**src/common/m_ext_cfg.svh**
```systemverilog
// M extension configuration

`ifndef M_EXT_CFG_SVH
`define M_EXT_CFG_SVH

// Operand and result width
`define XLEN 32

// Issue to writeback for a divide, XLEN steps plus fix-up plus strobe
`define DIV_LATENCY (`XLEN + 2)

// Register stages in the multiplier
`define MUL_STAGES 2

`endif

```
**src/common/m_ext_pkg.sv**
```systemverilog
// M extension types

`include "m_ext_cfg.svh"

package m_ext_pkg;

    typedef logic [4:0] rd_t;  // Destination register number

    // Encodings follow funct3[1:0] of RV32M
    typedef enum logic [1:0] {
        MUL    = 2'd0,
        MULH   = 2'd1,
        MULHSU = 2'd2,
        MULHU  = 2'd3
    } mul_op_e;

    typedef enum logic [1:0] {
        DIV  = 2'd0,
        DIVU = 2'd1,
        REM  = 2'd2,
        REMU = 2'd3
    } div_op_e;

    // From the issue stage
    typedef struct packed {
        logic              valid;
        logic [2:0]        funct3;
        logic [`XLEN-1:0]  rs1;
        logic [`XLEN-1:0]  rs2;
        rd_t               rd;
    } m_req_s;

    typedef struct packed {
        logic              valid;
        mul_op_e           op;
        logic [`XLEN-1:0]  a;
        logic [`XLEN-1:0]  b;
    } mul_issue_s;

    typedef struct packed {
        logic              valid;
        div_op_e           op;
        logic [`XLEN-1:0]  a;   // Dividend
        logic [`XLEN-1:0]  b;   // Divisor
    } div_issue_s;

    typedef struct packed {
        logic              valid;
        rd_t               rd;
        logic [`XLEN-1:0]  result;
    } m_wb_s;

endpackage

```
**src/rtl/m_dispatch.sv**
```systemverilog
// Multiply/divide request dispatch

`include "m_ext_cfg.svh"

module m_dispatch (
    input  m_ext_pkg::m_req_s      req,
    input  logic                   div_busy,
    input  m_ext_pkg::m_wb_s       mul_wb,
    input  m_ext_pkg::m_wb_s       div_wb,
    output m_ext_pkg::mul_issue_s  mul_issue,
    output m_ext_pkg::div_issue_s  div_issue,
    output m_ext_pkg::rd_t         tag,
    output logic                   stall,
    output m_ext_pkg::m_wb_s       wb
);

    logic accept;
    logic is_div;

    // Only the divider holds the issue stage
    assign stall  = div_busy;
    assign accept = req.valid && !stall;
    assign is_div = req.funct3[2];  // funct3 4..7

    always_comb begin
        mul_issue.valid = accept && !is_div;
        mul_issue.op    = m_ext_pkg::mul_op_e'(req.funct3[1:0]);
        mul_issue.a     = req.rs1;
        mul_issue.b     = req.rs2;
    end

    always_comb begin
        div_issue.valid = accept && is_div;
        div_issue.op    = m_ext_pkg::div_op_e'(req.funct3[1:0]);
        div_issue.a     = req.rs1;
        div_issue.b     = req.rs2;
    end

    assign tag = req.rd;  // Shared, each unit samples it on its own issue

    // Issue rules keep the strobes apart
    assign wb = div_wb.valid ? div_wb : mul_wb;

    wb_no_collision_a: assert final (!(mul_wb.valid === 1'b1 && div_wb.valid === 1'b1));

endmodule

```
**config.mk**
```make
export PLATFORM = sky130hd
export DESIGN_NAME = m_dispatch
export DESIGN_NICKNAME = d
export VERILOG_FILES = /design/src/common/m_ext_pkg.sv /design/src/rtl/m_dispatch.sv
export VERILOG_INCLUDE_DIRS = /design/src /design/src/common
export SDC_FILE = /design/constraint.sdc
export NUM_CORES = 1
export LEC_CHECK = 0
export BUFFER_PORTS_ARGS = -buffer_cell sky130_fd_sc_hd__buf_2
export CELL_PAD_IN_SITES_DETAIL_PLACEMENT = 1
export CELL_PAD_IN_SITES_GLOBAL_PLACEMENT = 2
export CORE_AREA = 2 2 129 131
export DETAILED_ROUTE_END_ITERATION = 12
export DIE_AREA = 0 0 131 133
export GPL_TIMING_DRIVEN = 0
export PLACE_DENSITY_LB_ADDON = 0.1
export SETUP_SLACK_MARGIN = 0.1
export SLEW_MARGIN = 15
export SYNTH_ARGS = -nofsm -noshare
export SYNTH_HDL_FRONTEND = slang
export SYNTH_SLANG_ARGS = --single-unit
```
**constraint.sdc**
```tcl
create_clock -name vclk -period 0.8
set_input_delay 0.08 -clock vclk [all_inputs]
set_output_delay 0.08 -clock vclk [all_outputs]
set_load 0.01 [all_outputs]
```
# Yosys cells after proc, flatten, opt, wreduce, memory -nomap -nowiden
# Index checks and enable logic that the tools add are counted.
# W data, S select, Z words.
dict set report op_classes {
  n_addsub 0
  multipliers 0
  n_div 0
  magnitude_cmp 0
  n_eq_ne 0
  n_shift 0
  mux 1
  bitwise_logic 0
  reduce_logical 5
}
# cell n
set ops {}
lappend ops {{$mux W38} 1}
lappend ops {{$logic_and A1 B1 Y1} 3}
lappend ops {{$logic_not A1 Y1} 2}
dict set report word_totals {
  register_bits 0
  latch_bits 0
  mem_bits_rw 0
  romBits 0
  output_inout_bits 178
  mem_count 0
}

# Depth between registers and ports, before layout
# Gate-level depths: netlist (run 1).
dict set report logic_depth {
  ltp_word 3
  depth_mapped 3
}

# Worst setup path before layout (run 1)
# No wires, ideal clock.
dict set report synth_path {
  path_type {in2out}
  start {in div_wb[37] (netlist bit)}
  end {out wb[17] (netlist bit)}
  arrival_time_ps 683
  required_ps 720
  path_slack_ps 37
  stages 3
  path_buffers 2
  cell_sequence {buf_6 -> buf_6 -> mux2_4}
}
# element line_no
set synth_rtl {}
lappend synth_rtl {{start, declared} m_dispatch.sv:9} ;# input m_ext_pkg::m_wb_s div_wb,
lappend synth_rtl {{end, declared} m_dispatch.sv:14} ;# output m_ext_pkg::m_wb_s wb

==> impl_metrics.toml, run 1 <==
[place]
io_buffers = 256
hpwl_mm = 6.988
placed_area_um2 = 3171
dp_cells = 658
dp_slack_ns = -0.09816
gp_congestion = 0.6606

[pwr]
p_seq_share_pct = 0
p_int_w = 0.001281
cellLeakagePower_nw = 2.074
ir_drop_mv = 0.1311
p_comb_share_pct = 100.0
cellPowerDensity_nw_per_um2 = 579.7
p_sw_w = 0.0007257
p_sw_share_pct = 36.17
post-layout-total-power_w = 0.002006
clkPwrFrac_pct = 0

[route]
vias_per_cell = 3.100
drtAntennaViolNets = 0
routed-wl-met3_mm = 1.189
routed_wirelength_mm = 7.565
wl_met1_mm = 1.878
drc = 0
wl_per_cell_um = 11.43
initialDrtViolationCount = 6
vias = 2052
first_pass_iters = 3
dr_wl_met2_mm = 4.497
highest_layer = "met3"

[run_status]
status = "complete, but fails checks"
violations = "setup timing"

[critical_path]
setup.worst_path.start_class = "input pin"
path_max_fanout = 7
crit_slowest_cell = "mux2_4"
critPathCaptureType = "output port"
path_class = "input pin to output port"
cp.required_ns = 0.72
max_stage_delay_ns = 0.30
path_delay_family = "buffers and inverters"
critPathBufInv = 3
worstPathArrival_ns = 0.78
worstPathCellList = "buf_16 > buf_12 > mux2_4 > buf_6"

[final_layout]
seq_cells = 0
layout-drive-gt1-share_pct = 99.32
diodes = 0
stdcell_area_um2 = 3461
area.growth.synth_to_final_pct = 118.3
nClkBuffers = 0
instances_no_fill = 662
final_net_count = 594
fill_cells = 1990
seq_area_um2 = 0

[sta]
relSlewSlack_pct = 89.14
post-route-min-period_ns = 0.8614
finalSetupTns_ns = -1.356
rsz0062_at_grt = "yes"
fin_crit_sh_pct = 107.7
hold_viol = 0
setup_slack_ns = -0.06137
worstMarginPinSlew_ns = 0.1626
fmax_ghz = 1.161
setup_viol = 36
finalMaxSlewViolations = 0

[synthesis]
synth_seq_area_share_pct = 0
avgSynthCellArea_um2 = 8.710
synth_cell_types = 8
ys_top_cells_by_area = "buf_4 (65%), mux2_4 (18%), mux2_2 (13%)"
yosysWarnings = 0
syn-num-nets = 332
syn-instance-count = 182
synth_area_um2 = 1585
yosys.area.top_type = "buf_4"
synth_top_cell_area_share_pct = 65.35

[floorplanning]
io_pins = 328
core_area_um2 = 16170
die_w_um = 131
core.rowCount = 47
die_h_um = 133
die-area_um2 = 17420
start_util_pct = 9.803

[global_routing]
grt_pass1_wl_mm = 10.14
grt_max_degree = 11
grt-ovfl-total = 0
track_usage_pct = 7.204
antenna_found_initial = 0
grt_pass1_vias = 2074

[flow_run]
cap_violations = 0

[clocking]
hold_buffers = 0

[hold_path]
worstHoldPathType = "input pin to output port"
==> cell usage after synthesis (all sizes together) <==
cell type / number
mux2: 37
nor3b: 1
buf: 142
or2: 1
and3b: 1
==> layout make-up <==
| class | instances | area, µm² | share of cell area (%) |
|---|---|---|---|
| Tap cell | 220 | 275.3 | 7.954 |
| Timing Repair Buffer | 260 | 1538 | 44.43 |
| Multi-Input combinational cell | 40 | 536.8 | 15.51 |
| Buffer | 142 | 1111 | 32.10 |
==> layer usage <==
layer  global-route usage, %  vias up
met5                       0        -
met4                       0        0
met3                   2.467        0
met2                   16.98      173
met1                   5.345      913
li1                        -      966
==> what timing repair did <==
item | in CTS | in global routing
pin swaps | 1 | 0
buffers inserted | 2 | 0
resized for setup | 50 | 3
cloned | 2 | 0
endpoints found under the setup margin | 38 | 38
==> path summary, 6_finish.rpt <==
| kind | start | end | slack (ns) | depth (start not counted) |
|---|---|---|---|---|
| worst max-delay path | div_wb[37] | wb[36] | -0.06 | 4 |
| worst min-delay path | req[62] | div_issue[57] | 0.34 | 2 |
==> cells in the final DEF, fill, tap and decap left out <==
cell and count:
and3b_1 1, buf_12 2, buf_16 3, buf_2 228, buf_4 140, buf_6 27
buf_8 2, mux2_2 11, mux2_4 26, nor3b_1 1, or2_1 1
==> power groups by stage <==
stage	Sequential (W)	Combinational (W)	Clock (W)
final	0	0.00201	0
after global placement	0	0.00181	0
after floorplan	0	0.00108	0
after CTS	0	0.00203	0
after detailed placement	0	0.00182	0
after global routing	0	0.00216	0
==> kinds of logic (layout without fill, tap and decap cells) <==
family        count (synthesis)  after routing  share of synthesized area [%]
mux                          37             37                          30.78
simple gates                  3              3                          1.421
buf+inv                     142            402                          67.80
==> metrics by stage <==
| stage | hold WS [ns] | util [%] |
|---|---|---|
| after global placement | 0.3459 | 19.61 |
| after detailed placement | 0.3444 | 19.61 |
| after floorplan | 0.2095 | - |
| after CTS | 0.3449 | 21.32 |
| after global routing | 0.3475 | 21.40 |
| final | 0.3435 | 21.40 |
No activity file was read; power rests on OpenSTA's default activity.
==> run 2, diff against run 1 <==
BUFFER_PORTS_ARGS = default   (was -buffer_cell sky130_fd_sc_hd__buf_2)
DONT_BUFFER_PORTS = 1   (was default)
==> impl_metrics.toml, run 2 (synthesis gave the netlist of run 1 again) <==
[run_status]
status = "finished clean"

[floorplanning]
core_area_um2 = 16170
core.rowCount = 47
die_h_um = 133
io_pins = 328
die-area_um2 = 17420
die_w_um = 131
start_util_pct = 9.803

[route]
drtAntennaViolNets = 0
wl_per_cell_um = 11.68
routed_wirelength_mm = 4.718
vias = 1104
first_pass_iters = 2
initialDrtViolationCount = 8
drc = 0
vias_per_cell = 2.733

[place]
hpwl_mm = 4.484
io_buffers = 0
gp_congestion = 0.6461
dp_cells = 402
placed_area_um2 = 1889

[critical_path]
path_delay_family = "multiplexers"
cp.required_ns = 0.72
max_stage_delay_ns = 0.32
path_class = "input pin to output port"
setup.worst_path.start_class = "input pin"
path_max_fanout = 10
worstPathCellList = "buf_12 > buf_12 > mux2_4"
crit_start = "div_wb[37]"
critPathCaptureType = "output port"
worstPathArrival_ns = 0.68
crit_slowest_cell = "mux2_4"
critPathBufInv = 2
crit_top_cell = "buf_12"

[final_layout]
multi_input_area_um2 = 544.3
instances_no_fill = 404
final_common_cell = "buf_4"
final_net_count = 336
seq_cells = 0
fill_cells = 1928
diodes = 0
final_cell_mix = "buf_4 (139), mux2_4 (28), mux2_2 (9)"
layout-drive-gt1-share_pct = 98.37
seq_area_um2 = 0
nClkBuffers = 0
stdcell_area_um2 = 1966
area.growth.synth_to_final_pct = 23.99

[sta]
post-route-min-period_ns = 0.7581
finalMaxSlewViolations = 0
relSlewSlack_pct = 74.26
worstMarginPinSlew_ns = 0.3852
fmax_ghz = 1.319
hold_viol = 0
rsz0062_at_grt = "yes"
fin_crit_sh_pct = 94.77
hold_ws_ns = 0.2137
finalSetupTns_ns = 0
setup_viol = 0

[hold_path]
min_from = "req[71]"
worstHoldPathType = "input pin to output port"

[pwr]
ir_drop_mv = 0.1238
post-layout-total-power_w = 0.001217
cellPowerDensity_nw_per_um2 = 619.0
cellLeakagePower_nw = 0.9915

[global_routing]
grt-ovfl-total = 0
antenna_found_initial = 0
grt_max_degree = 11
grt_pass1_vias = 990
track_usage_pct = 3.917
grt_pass1_wl_mm = 5.409

[clocking]
hold_buffers = 0

[flow_run]
cap_violations = 0
==> run 2: metal layers <==
| metal | part of all wire (%) | up-vias | GRT usage [%] | wire length [µm] |
|---|---|---|---|---|
| met5 | 0 | - | 0 | 0 |
| met1 | 19 | 478 | 2.660 | 891 |
| met3 | 15 | 2 | 0.1617 | 709 |
| met2 | 65 | 175 | 10.25 | 3090 |
| li1 | - | 449 | - | - |
| met4 | 0.57 | 0 | 0.2364 | 27 |
==> run 2: cell type report <==
cell class | instances | share of cell area [%]
Buffer | 142 | 56.14
Multi-Input combinational cell | 40 | 27.69
Tap cell | 220 | 14.00
Timing Repair Buffer | 2 | 2.164
==> run 2: through the flow <==
step / utilization (%) / setup WS (ns)
finish: 12.15 / 0.04187
global route: 12.15 / 0.02356
CTS: 12.13 / 0.03151
detailed placement: 11.68 / 0.03025
global placement: 11.68 / 0.02364
floorplan: - / 0.07206
==> run 2: final timing paths <==
check	slack, ns	endpoint	cells past startpoint
max	0.04	wb[36]	3
min	0.21	mul_issue[66]	1
==> run 2: repair_timing <==
action                                  4_1_cts  5_1_grt
buffers inserted                              1        0
gates resized for setup                      11        1
gates cloned                                  1        0
endpoints found under the setup margin       23       32
hold endpoints to repair                      0        0
==> run 2: report_power, final <==
| group | switching (W) | internal (W) | total (W) |
|---|---|---|---|
| clock | 0 | 0 | 0 |
| combinational | 0.000520 | 0.000697 | 0.00122 |
| sequential | 0 | 0 | 0 |
| total | 0.000520 | 0.000697 | 0.00122 |
==> run 3, diff against run 2 <==
CORE_AREA = 2 2 128 130   (was 2 2 129 131)
DIE_AREA = 0 0 130 132   (was 0 0 131 133)
clock period = 0.9 ns   (was 0.8 ns; I/O delays follow)
==> impl_metrics.toml, run 3 (synthesis gave the netlist of run 1 again) <==
[run_status]
status = "finished clean"

[route]
first_pass_iters = 2
vias_per_cell = 2.778
vias = 1114
routed_wirelength_mm = 5.201
drtAntennaViolNets = 0
initialDrtViolationCount = 1
wl_per_cell_um = 12.97
drc = 0

[sta]
hold_ws_ns = 0.2342
post-route-min-period_ns = 0.7853
worstMarginPinSlew_ns = 0.3930
setup_slack_ns = 0.1147
finalMaxSlewViolations = 0
fin_crit_sh_pct = 87.25
setup_viol = 0
rsz0062_at_grt = "yes"
relSlewSlack_pct = 73.74
hold_viol = 0
fmax_ghz = 1.273
finalSetupTns_ns = 0

[place]
hpwl_mm = 4.734
io_buffers = 0
dp_slack_ns = -0.01717
gp_congestion = 0.6776
dp_cells = 398

[hold_path]
worstHoldPathType = "input pin to output port"
min_from = "req[71]"

[final_layout]
instances_no_fill = 401
layout-drive-gt1-share_pct = 98.38
final_net_count = 337
fill_cells = 1886
seq_cells = 0
final_common_cell = "buf_4"
final_util_pct = 12.53
final_cell_mix = "buf_4 (138), mux2_4 (19), mux2_2 (18)"
diodes = 0
nClkBuffers = 0
seq_area_um2 = 0
area.growth.synth_to_final_pct = 24.23
multi_input_area_um2 = 510.5

[critical_path]
path_max_fanout = 6
path_delay_family = "multiplexers"
crit_start = "div_wb[37]"
path_class = "input pin to output port"
worstPathArrival_ns = 0.70
critPathBufInv = 2
critPathCaptureType = "output port"
setup.worst_path.start_class = "input pin"
worstPathCellList = "buf_16 > buf_12 > mux2_4"
crit_slowest_cell = "mux2_4"
max_stage_delay_ns = 0.33
cp.required_ns = 0.81

[global_routing]
grt_pass1_vias = 1168
grt-ovfl-total = 0
grt_pass1_wl_mm = 6.196
grt_max_degree = 12
track_usage_pct = 4.595
antenna_found_initial = 0

[pwr]
cellPowerDensity_nw_per_um2 = 550.9
ir_drop_mv = 0.1014
cellLeakagePower_nw = 0.9732

[flow_run]
cap_violations = 0

[floorplanning]
io_pins = 328
core.rowCount = 46
die-area_um2 = 17160
core_area_um2 = 15710
die_w_um = 130
die_h_um = 132
start_util_pct = 10.09
## run 3: cell types whose count changed in the layout (fill, tap and decap cells not counted)
| cell | change |
|---|---|
| buf_12 | -1 |
| buf_16 | +1 |
| buf_4 | -1 |
| buf_8 | -1 |
| clkbuf_16 | +2 |
| clkbuf_4 | +1 |
| mux2_2 | +9 |
| mux2_4 | -9 |
## run 3: path summary, 6_finish.rpt
check	cells after the start	end	slack, ns
setup / recovery	3	wb[19]	0.11
hold / removal	1	mul_issue[66]	0.23
## run 3: timing repair
action | CTS | global route
endpoints found under the setup margin | 29 | 26
buffers inserted | 0 | 0
hold buffers | 0 | 0
resized for setup | 8 | 1
gates cloned | 1 | 2
## run 3: layer usage
metal	GRT usage [%]	routed length, µm	vias to the layer above
li1	-	-	454
met1	3.173	1207	489
met2	11.72	3299	171
met3	0.7711	693	0
met4	0	0	0
met5	0	0	-
## run 3: final cells by class
| type | instances | area share [%] |
|---|---|---|
| multi-input combinational | 40 | 25.92 |
| buffer | 142 | 56.42 |
| tap | 216 | 13.72 |
| timing repair buffer | 3 | 3.939 |
## run 3: per-stage QoR
stage,cell area [µm²],power [W]
after CTS,1917,0.001089
after detailed placement,1856,0.001049
final,1969,0.001085
after floorplan,1585,0.0009476
after global placement,1856,0.001075
after global routing,1969,0.001153
## run 3: where the power goes
group | switching [W] | internal (W)
Clock | 0 | 0
Combinational | 0.000467 | 0.000618
Sequential | 0 | 0
Total | 0.000467 | 0.000618
