## src/common/m_ext_cfg.svh

```systemverilog
// M extension configuration

`ifndef M_EXT_CFG_SVH
`define M_EXT_CFG_SVH

// Operand and result width
`define XLEN 32

// Issue to writeback for a divide, XLEN steps plus fix-up plus strobe
`define DIV_LATENCY (`XLEN + 2)

// Register stages in the multiplier
`define MUL_STAGES 2

`endif

```

## src/common/m_ext_pkg.sv

```systemverilog
// M extension types

`include "m_ext_cfg.svh"

package m_ext_pkg;

    typedef logic [4:0] rd_t;  // Destination register number

    // Encodings follow funct3[1:0] of RV32M
    typedef enum logic [1:0] {
        MUL    = 2'd0,
        MULH   = 2'd1,
        MULHSU = 2'd2,
        MULHU  = 2'd3
    } mul_op_e;

    typedef enum logic [1:0] {
        DIV  = 2'd0,
        DIVU = 2'd1,
        REM  = 2'd2,
        REMU = 2'd3
    } div_op_e;

    // From the issue stage
    typedef struct packed {
        logic              valid;
        logic [2:0]        funct3;
        logic [`XLEN-1:0]  rs1;
        logic [`XLEN-1:0]  rs2;
        rd_t               rd;
    } m_req_s;

    typedef struct packed {
        logic              valid;
        mul_op_e           op;
        logic [`XLEN-1:0]  a;
        logic [`XLEN-1:0]  b;
    } mul_issue_s;

    typedef struct packed {
        logic              valid;
        div_op_e           op;
        logic [`XLEN-1:0]  a;   // Dividend
        logic [`XLEN-1:0]  b;   // Divisor
    } div_issue_s;

    typedef struct packed {
        logic              valid;
        rd_t               rd;
        logic [`XLEN-1:0]  result;
    } m_wb_s;

endpackage

```

## src/m_unit/div_iter.sv

```systemverilog
// Iterative restoring divider

`include "m_ext_cfg.svh"

module div_iter #(
    parameter type tag_t = m_ext_pkg::rd_t
) (
    input  logic                   clk,
    input  logic                   rst_n,
    input  m_ext_pkg::div_issue_s  issue,
    input  tag_t                   tag,
    output logic                   busy,
    output m_ext_pkg::m_wb_s       wb
);

    localparam int CNT_W = $clog2(`DIV_LATENCY);
    localparam logic [CNT_W-1:0] FIX_CNT  = CNT_W'(`XLEN);
    localparam logic [CNT_W-1:0] LAST_CNT = CNT_W'(`DIV_LATENCY - 1);
    localparam logic [`XLEN-1:0] MOST_NEG = {1'b1, {(`XLEN-1){1'b0}}};

    // Control state
    logic               run_q;
    logic [CNT_W-1:0]   cnt_q;
    logic               wb_valid_q;

    // Operands and partial results
    m_ext_pkg::div_op_e op_q;
    tag_t               tag_q;
    logic [`XLEN-1:0]   a_q;
    logic [`XLEN-1:0]   dvs_q;
    logic [`XLEN-1:0]   quo_q;
    logic [`XLEN-1:0]   rem_q;
    logic [`XLEN-1:0]   res_q;
    logic               q_neg_q;
    logic               r_neg_q;
    logic               zero_q;
    logic               ovf_q;

    logic               is_signed;
    logic [`XLEN-1:0]   a_mag;
    logic [`XLEN-1:0]   b_mag;
    logic [`XLEN:0]     shifted;
    logic [`XLEN:0]     diff;
    logic [`XLEN-1:0]   q_fix;
    logic [`XLEN-1:0]   r_fix;

    assign is_signed = (issue.op == m_ext_pkg::DIV) || (issue.op == m_ext_pkg::REM);
    assign a_mag = (is_signed && issue.a[`XLEN-1]) ? -issue.a : issue.a;
    assign b_mag = (is_signed && issue.b[`XLEN-1]) ? -issue.b : issue.b;

    // One restoring step, borrow shows in the top bit
    assign shifted = {rem_q, quo_q[`XLEN-1]};
    assign diff    = shifted - {1'b0, dvs_q};

    always_comb begin
        q_fix = q_neg_q ? -quo_q : quo_q;
        r_fix = r_neg_q ? -rem_q : rem_q;
        if (zero_q) begin
            q_fix = '1;
            r_fix = a_q;
        end else if (ovf_q) begin
            q_fix = a_q;
            r_fix = '0;
        end
    end

    always_ff @(posedge clk) begin
        if (!rst_n) begin
            run_q      <= 1'b0;
            cnt_q      <= '0;
            wb_valid_q <= 1'b0;
        end else begin
            wb_valid_q <= 1'b0;
            if (issue.valid) begin
                run_q <= 1'b1;
                cnt_q <= '0;
            end else if (run_q) begin
                cnt_q <= cnt_q + 1'b1;
                if (cnt_q == LAST_CNT) begin
                    run_q      <= 1'b0;
                    wb_valid_q <= 1'b1;
                end
            end
        end
    end

    always_ff @(posedge clk) begin
        if (issue.valid) begin
            op_q    <= issue.op;
            tag_q   <= tag;
            a_q     <= issue.a;
            dvs_q   <= b_mag;
            quo_q   <= a_mag;  // Dividend shifts out as quotient shifts in
            rem_q   <= '0;
            q_neg_q <= is_signed && (issue.a[`XLEN-1] ^ issue.b[`XLEN-1]);
            r_neg_q <= is_signed && issue.a[`XLEN-1];
            zero_q  <= (issue.b == '0);
            ovf_q   <= is_signed && (issue.a == MOST_NEG) && (issue.b == '1);
        end else if (run_q && cnt_q < FIX_CNT) begin
            if (!diff[`XLEN]) begin
                rem_q <= diff[`XLEN-1:0];
                quo_q <= {quo_q[`XLEN-2:0], 1'b1};
            end else begin
                rem_q <= shifted[`XLEN-1:0];
                quo_q <= {quo_q[`XLEN-2:0], 1'b0};
            end
        end else if (run_q && cnt_q == FIX_CNT) begin
            res_q <= (op_q == m_ext_pkg::REM || op_q == m_ext_pkg::REMU) ? r_fix : q_fix;
        end
    end

    // Held through the strobe cycle
    assign busy = run_q | wb_valid_q;
    assign wb   = '{valid: wb_valid_q, rd: tag_q, result: res_q};

    no_issue_when_busy_a: assert property (
        @(posedge clk) disable iff (!rst_n)
        issue.valid |-> !busy
    );

endmodule

```

## config.mk

```make
export PLATFORM = sky130hd
export DESIGN_NAME = div_iter
export DESIGN_NICKNAME = d
export VERILOG_FILES = /design/src/common/m_ext_pkg.sv /design/src/m_unit/div_iter.sv
export VERILOG_INCLUDE_DIRS = /design/src /design/src/common
export SDC_FILE = /design/constraint.sdc
export NUM_CORES = 1
export LEC_CHECK = 0
export ABC_AREA = 1
export BUFFER_PORTS_ARGS = -buffer_cell sky130_fd_sc_hd__buf_2
export CORE_UTILIZATION = 55
export CTS_CLUSTER_SIZE = 40
export DETAILED_ROUTE_END_ITERATION = 10
export HOLD_SLACK_MARGIN = 0.15
export PLACE_DENSITY = 0.85
export SLEW_MARGIN = 20
export SYNTH_ARGS = -nofsm -noshare
export SYNTH_HDL_FRONTEND = slang
export SYNTH_SLANG_ARGS = --single-unit
```

## constraint.sdc

```tcl
create_clock -name clk -period 8.34 [get_ports clk]
set_clock_uncertainty 0.05 [all_clocks]
set_input_delay 0 -clock clk [delete_from_list [all_inputs] [get_ports clk]]
set_output_delay 0 -clock clk [all_outputs]
set_load 0.05 [all_outputs]
```

======== Yosys cells after proc, flatten, opt, wreduce, memory -nomap -nowiden ========
Index checks and enable logic that the tools add are counted.
cells by class
  bitwise logic cells ..................... 6
  mux-type cells .......................... 17
  add/subtract/negate cells ............... 6
  equal/unequal tests ..................... 7
  reductions and logical operators ........ 15
  magnitude comparators ................... 1
operators with widths
  kind                                                           count
  32-bit two-way mux                                             12
  32-bit negator                                                 4
  32-bit == test, second input constant                          2
  33-bit by 32-bit subtractor with 33-bit output                 1
  32-bit zero test                                               1
  6-bit == test, second input constant                           2
  1-bit logical AND                                              7
  6-bit by 1-bit adder with 6-bit output, second input constant  1
  2-bit == test, second input constant                           3
  6-bit < comparator, second input constant                      1
  1-bit two-way mux                                              5
  1-bit NOT                                                      4
  3-bit AND reduction                                            1
  3-bit OR reduction                                             1
  2-bit zero test                                                1
  1-bit logical OR                                               2
  2-bit nonzero test                                             1
  2-bit OR reduction                                             1
  1-bit OR                                                       1
  1-bit XOR                                                      1
storage, ports and cells
  output and inout bits ................... 39
  register bits ........................... 179
  bits of input ports ..................... 74

======== Longest topological paths before layout ========
Gate-level depths: netlist (run 1).
  word-level depth ........................ 5
  gate-level depth with buffers ........... 18
  mapped depth without buffers ............ 17

======== Worst setup path before layout (run 1) ========
No wires, ideal clock.
  path type ............................... reg-to-reg
  from .................................... register run_q
  to ...................................... register res_q[0], enable pin
  slack ................................... 4.282 ns
  setup time .............................. 0.461 ns
  data required time ...................... 7.829 ns
  arrival ................................. 3.546 ns
  cell stages (with the launch flop) ...... 6
  buffers on the path ..................... 0
  cells stage by stage .................... dfxtp_1 -> inv_1 -> nor2_1 -> nor2_1 -> inv_1 -> nor3_1
between the ends
  word-level cells in the longest chain between the ends .. 3
  elaborated cells between the ends (all ways) .. 4
  those cells by class .................... bitwise (1); reduce/logical (3)
ends and longest elaborated chain
  what                                    RTL line         text
  from (decl)                             div_iter.sv:22   logic run_q;
  from (signal assigned)                  div_iter.sv:69   run_q <= 1'b0;
  from (signal assigned)                  div_iter.sv:75   run_q <= 1'b1;
  from (signal assigned)                  div_iter.sv:80   run_q <= 1'b0;
  1-bit logical AND                       div_iter.sv:99   end else if (run_q && cnt_q < FIX_CNT) begin
  1-bit NOT (no source line)              -
  3-bit AND reduction (no source line) *  -
  to (signal assigned)                    div_iter.sv:108  res_q <= (op_q == m_ext_pkg::REM || op_q == m_ext_pkg::REMU) ? r_fix : q_fix;
  to (decl)                               div_iter.sv:33   logic [`XLEN-1:0] res_q;
Mark *: on every way between the ends. The rest lies on a longest branch, timed or not.
A chain may end at the register's enable or synchronous reset.

======== Final worst setup path (run 1) ========
  from .................................... input port issue[2] (netlist name)
  to ...................................... register dvs_q[31], data pin
between the ends
  word-level cells in the longest chain between the ends .. 2
ends and longest elaborated chain
  what                  RTL line        text
  from (decl)           div_iter.sv:10  input m_ext_pkg::div_issue_s issue,
  32-bit negator        div_iter.sv:49  assign b_mag = (is_signed && issue.b[`XLEN-1]) ? -issue.b : issue.b;
  32-bit two-way mux    div_iter.sv:49
  via b_mag[31]         div_iter.sv:41  logic [`XLEN-1:0] b_mag;
  to (signal assigned)  div_iter.sv:92  dvs_q <= b_mag;
  to (decl)             div_iter.sv:30  logic [`XLEN-1:0] dvs_q;
The timed path passes the listed nets, and every way through them passes these cells.

==> results of run 1 <==
## cell families (layout without fill, tap and decap cells)
| logic type | Yosys count | after routing | synth area share [%] |
|---|---|---|---|
| and+or+nand+nor | 1174 | 1174 | 36.3 |
| buffers and inverters | 413 | 603 | 11.6 |
| AOI/OAI and AO/OA | 224 | 224 | 8.74 |
| DFF | 178 | 178 | 35.7 |
| xor gates and xnor gates | 61 | 61 | 3.86 |
| adders and majority gates | 41 | 41 | 3.76 |
## registers in the layout, summed over array words and instances, names as in the netlist, 5 cells and up
name   count
a_q       32
dvs_q     32
quo_q     32
rem_q     32
res_q     32
cnt_q      6
tag_q      5
## critical path, stage by stage
cell and delay, ps:
dlygate4sd3_1 540, buf_2 150, nor3_1 230, nand2_1 100
nor3_1 400, nand2_1 130, nor2_1 320, nand4_1 210
nor2_1 140, nor2_1 60, dlygate4sd3_1 570, nor2_1 110
dlygate4sd3_1 580
## where the power goes
part	total, mW	switching [mW]	internal [mW]
sequential	1.07	0.0454	1.02
combinational	0.495	0.328	0.168
clock	0.805	0.408	0.398
total	2.37	0.781	1.59
## stage by stage
| step | hold slack [ps] | std cells | setup WS (ps) | total power [mW] |
|---|---|---|---|---|
| 2_1_floorplan | 48.9 | 2091 | 4280 | 1.37 |
| 3_3_place_gp | 126 | 2487 | 5660 | 1.51 |
| 3_5_place_dp | 129 | 2487 | 5660 | 1.53 |
| 4_1_cts | 201 | 2605 | 5260 | 2.34 |
| 5_1_grt | 217 | 2605 | 4900 | 2.46 |
| 6_report | 211 | 2605 | 5070 | 2.37 |
## layout make-up
type                    instances  area, um^2  share of cell area (%)
repair buffers                209        1510                    9.37
multi-input cells            1500        7300                    45.4
well taps                     324         405                    2.52
clock buffers                  18         429                    2.67
flip-flops and latches        178        4940                    30.8
inverters                     362        1360                    8.45
clock inverters                14         139                   0.864
## worst max-delay path by stage
stage / start / to / depth (start not counted)
floorplan: run_q / res_q[0] / 5
global placement: run_q / res_q[27] / 6
detailed placement: quo_q[31] / quo_q[0] / 15
CTS: issue[1] / dvs_q[31] / 13
global route: issue[2] / dvs_q[31] / 13
finish: issue[2] / dvs_q[31] / 13
## Yosys cell counts, drive strengths merged (2+ instances only)
cell type  count  area (um^2)
xnor2         22          193
o21a           2         15.0
edfxtp       138         4140
nand3b         3         22.5
clkbuf        35          131
dfxtp         40          801
and2           8         52.6
clkinv         2         7.51
nor2         193          737
a32o           3         30.0
o21ai        117          593
nand2        677         2630
buf           16          120
nor3          44          231
nand3        195         1010
or2            9         56.3
inv          360         1350
a31oi          4         25.0
a21oi         75          383
nor4           5         31.3
o211ai         5         37.5
xor2          39          342
nand4         36          225
ha            40          500
o22ai          9         56.3
and3           3         18.8
o31ai          3         22.5
## cells in the final DEF (no fill, tap or decap), types with 40 or more instances in the layout
cell,count
ha_1,40
nand3_1,190
dlygate4sd3_1,86
nor3_1,41
buf_2,111
nand2_1,657
a21oi_1,73
dfxtp_1,40
o21ai_0,112
nor2_1,187
inv_1,355
edfxtp_1,138
## layer usage
metal | track usage [%] | part of all wire (%)
met5 | 0 | 0
met4 | 17.6 | 4.9
met2 | 54.7 | 44
met3 | 5.63 | 10
met1 | 49.0 | 41
## timing repair
action,in CTS,in global routing
hold buffers,86,0
setup buffers,0,0
hold endpoints to repair,139,0
==> impl_metrics.tcl, run 1 <==
set metrics [dict create \
    status "finished clean" \
    grt_usage_pct 35.6 \
    hp-start "tag[1]" \
    cts_resized 0 \
    relSlewSlack_pct 27.7 \
    dieArea_um2 25800 \
    regToRegEndpoint "quo_q[0]" \
    powerDensity_nw_per_um2 147 \
    area_growth_pct 16.2 \
    yosys_warnings 0 \
    worst_pin_slew_ps 1080 \
    drc 0 \
    utilization_pct 65.7 \
    dpl.hpwl_um 33400 \
    synth_edf_count 138 \
    synthFlopType "edfxtp_1" \
    min_period_ps 3270 \
    arrival_ps 3540 \
    reg2reg_slack_ps 5610 \
    hold_depth 2 \
    crit_required_ps 8610 \
    io_buffers 112 \
    final_area_um2 16100 \
    rsz0062_at_grt "false" \
    fillCellCount 2129 \
    fin_crit_sh_pct 39.2 \
    clockBufferDepth 2 \
    reg2reg_from "quo_q[31]" \
    critPathLaunchType "primary input" \
    insertion_delay_ps 450 \
    grt_pass1_wl_um 72300 \
    drt-vias-per-instance 5.65 \
    max_freq_ghz 0.306 \
    clkTransAtPathRegs_ps 80 \
    avgSynthCellArea_um2 6.62 \
    route.detailed.wl_per_inst_um 17.3 \
    clkSinkCount 178 \
    num-nets-final 2383 \
    die_w_um 161 \
    path_max_fanout 4 \
    gp_congestion 1.01 \
    drt_wl_total_um 45100 \
    timing_hold_violations_final 0 \
    reg2reg_depth 15 \
    via_count 14700 \
    synth_cells 2091 \
    drive_above_1_share_pct 8.99 \
    row_count 57 \
    async_flop_share_pct 0 \
    path_class "in2reg" \
    hold_path_class "in2reg" \
    setup_violations 0 \
    vdd_ir_drop_max_uv 99.9 \
    maxCapViolations 0 \
    antenna_cells 0 \
    netlist_area_um2 13800 \
    cts_tree "yes" \
    pin_count 113 \
    ctsRootBufferMaster "clkbuf_16" \
    yosysSeqAreaShare_pct 35.7 \
    hold_end "tag_q[1]" \
    p_leak_nw 8.02 \
    drv_slew 0 \
    cts_made_buffers 17 \
    htree_levels 4 \
    grt_pass1_vias 13800 \
    finalSetupTns_ps 0 \
    syn_nets 2206 \
    crit_path_end_kind "flip-flop" \
    start_util_pct 56.6 \
    placed_area_um2 14700 \
    antenna_found_initial 0 \
    drt_pass1_iterations 8 \
    grt_max_degree 81 \
    ys_types 52 \
    core_um2 24500 \
    ys_ff_latch 178 \
    die_y_um 161 \
    ant_nets 0 \
    drt_iter0_markers 2039 \
    grt_overflow_total 0 \
]
(Power assumes the default switching activity.)
==> inputs of run 2 (changes only) <==
--- a/config.mk
+++ b/config.mk
@@ -12,7 +12,7 @@
 export CTS_CLUSTER_SIZE = 40
 export DETAILED_ROUTE_END_ITERATION = 10
 export HOLD_SLACK_MARGIN = 0.15
-export PLACE_DENSITY = 0.85
+export PLACE_DENSITY = 0.88
 export SLEW_MARGIN = 20
 export SYNTH_ARGS = -nofsm -noshare
 export SYNTH_HDL_FRONTEND = slang
==> constraint.sdc (replaced) <==
create_clock -name clk -period 2.79 [get_ports clk]
set_clock_uncertainty 0.05 [all_clocks]
set_input_delay 0 -clock clk [delete_from_list [all_inputs] [get_ports clk]]
set_output_delay 0 -clock clk [all_outputs]
set_load 0.05 [all_outputs]
==> run 2 against run 1 <==
Effect of this change:
- worst hold slack improved by 4.8 ps
- power grew to 3.0 times the previous value
- sequential cell count stayed put
- register-to-register slack worse by 5500 ps
- first-iteration DRC count increased by 6.2%
- highest routed layer unchanged
==> impl_metrics.tcl, run 2 (synthesis gave the netlist of run 1 again) <==
set metrics [dict create \
    status "finished clean" \
    crit_path_end_kind "flip-flop" \
    clkSinkCount 178 \
    setup_ws_ps 118 \
    drt_wl_total_um 44600 \
    post-cts-setup-buffers 0 \
    worst_pin_slew_ps 820 \
    critPathLaunchType "primary input" \
    insertion_delay_ps 440 \
    utilization_pct 66.3 \
    start_util_pct 56.6 \
    die_y_um 161 \
    fin_hold_ws_ps 216 \
    vdd_ir_drop_max_uv 354 \
    drt-vias-per-instance 5.71 \
    final_common_cell "nand2_1" \
    ctsRootBufferMaster "clkbuf_16" \
    p_leak_nw 8.11 \
    row_count 57 \
    num-nets-final 2400 \
    route.detailed.wl_per_inst_um 17.0 \
    powerDensity_nw_per_um2 433 \
    io_buffers 112 \
    hold_path_class "in2reg" \
    rsz0062_at_grt "false" \
    path_max_fanout 4 \
    drt_pass1_iterations 8 \
    fin_cells 2622 \
    cts_made_buffers 17 \
    clkTransAtPathRegs_ps 80 \
    core_um2 24500 \
    cts_tree "yes" \
    relSlewSlack_pct 44.8 \
    grt_pass1_vias 14100 \
    grt_overflow_total 0 \
    max_freq_ghz 0.374 \
    maxCapViolations 0 \
    drv_slew 0 \
    most-common-layout-cells "657 x nand2_1, 356 x inv_1, 190 x nand3_1" \
    timing_hold_violations_final 0 \
    setup_violations 0 \
    grt_max_degree 75 \
    ant_nets 0 \
    place_inst 2505 \
    grt_pass1_wl_um 71000 \
    dpl.hpwl_um 31900 \
    grt_usage_pct 34.7 \
    die_w_um 161 \
    pin_count 113 \
    via_count 15000 \
    area_growth_pct 17.3 \
    antenna_found_initial 0 \
    dieArea_um2 25800 \
    finalSetupTns_ps 0 \
    clockBufferDepth 2 \
    crit_required_ps 2920 \
    pre_cts_ws_ps 249 \
    gp_congestion 1.00 \
    antenna_cells 0 \
    min_period_ps 2670 \
    drt_iter0_markers 2165 \
    drive_above_1_share_pct 9.83 \
    fin_crit_sh_pct 95.8 \
    htree_levels 4 \
    drc 0 \
    arrival_ps 2800 \
    path_class "in2reg" \
]
==> run 2: cell types whose count changed in the layout (fill, tap and decap cells not counted), sizes merged <==
cell,before,now
buf,123,141
clkinv,8,3
inv,367,370
clkbuf,18,19
clkinvlp,1,2
dlygate4sd3,86,85
==> run 2: path summary, 6_finish.rpt <==
| check | depth (start not counted) | slack, ps | from | endpoint |
|---|---|---|---|---|
| max | 12 | 120 | issue[1] | dvs_q[29] |
| min | 2 | 220 | tag[4] | tag_q[4] |
| max reg2reg | 10 | 130 | quo_q[4] | res_q[31] |
| min reg2reg | 2 | 440 | rem_q[12] | rem_q[12] |
==> run 2: cell type report <==
type	instances	area (um^2)
multi-input combinational	1500	7320
inverter	362	1360
fill	2021	8240
tap	324	405
clock buffer	19	433
timing repair buffer	226	1640
clock inverter	13	114
sequential	178	4940
==> run 2: power by group <==
group | internal [mW] | switching (mW)
registers | 3.06 | 0.122
logic | 0.511 | 0.987
clock network | 1.18 | 1.17
==> run 2: per-layer routing <==
metal  vias up  global-route usage, %  wire (um)  part of all wire, %
met2       969                   55.6      20000                   45
met4         0                   15.5       2160                  4.8
li1       7083                      -          -                    -
met1      6713                   44.8      17200                   39
met3       198                   7.83       5220                   12
met5         -                      0          0                    0
==> run 2: repair_timing <==
action                                 in CTS  in global routing
resized for setup                           0                  5
endpoints found under the hold margin     146                  0
setup endpoints to repair                   0                  7
hold buffers                               85                  0
==> run 2: per-stage QoR <==
stage	total power, mW	area, um^2
3_5_place_dp	4.55	14800
4_1_cts	6.94	16200
6_report	7.03	16200
2_1_floorplan	4.09	13800
3_3_place_gp	4.50	14800
5_1_grt	7.27	16200
==> run 2: critical path, cell delays in order <==
cell and delay (ps):
dlygate4sd3_1 540, buf_2 140, nor3_1 280, nand2_1 150, nor3_2 260, nand2_1 160
nor2_2 240, nand2_1 90, nand2_1 120, nand3_1 100, xor2_1 150, dlygate4sd3_1 560
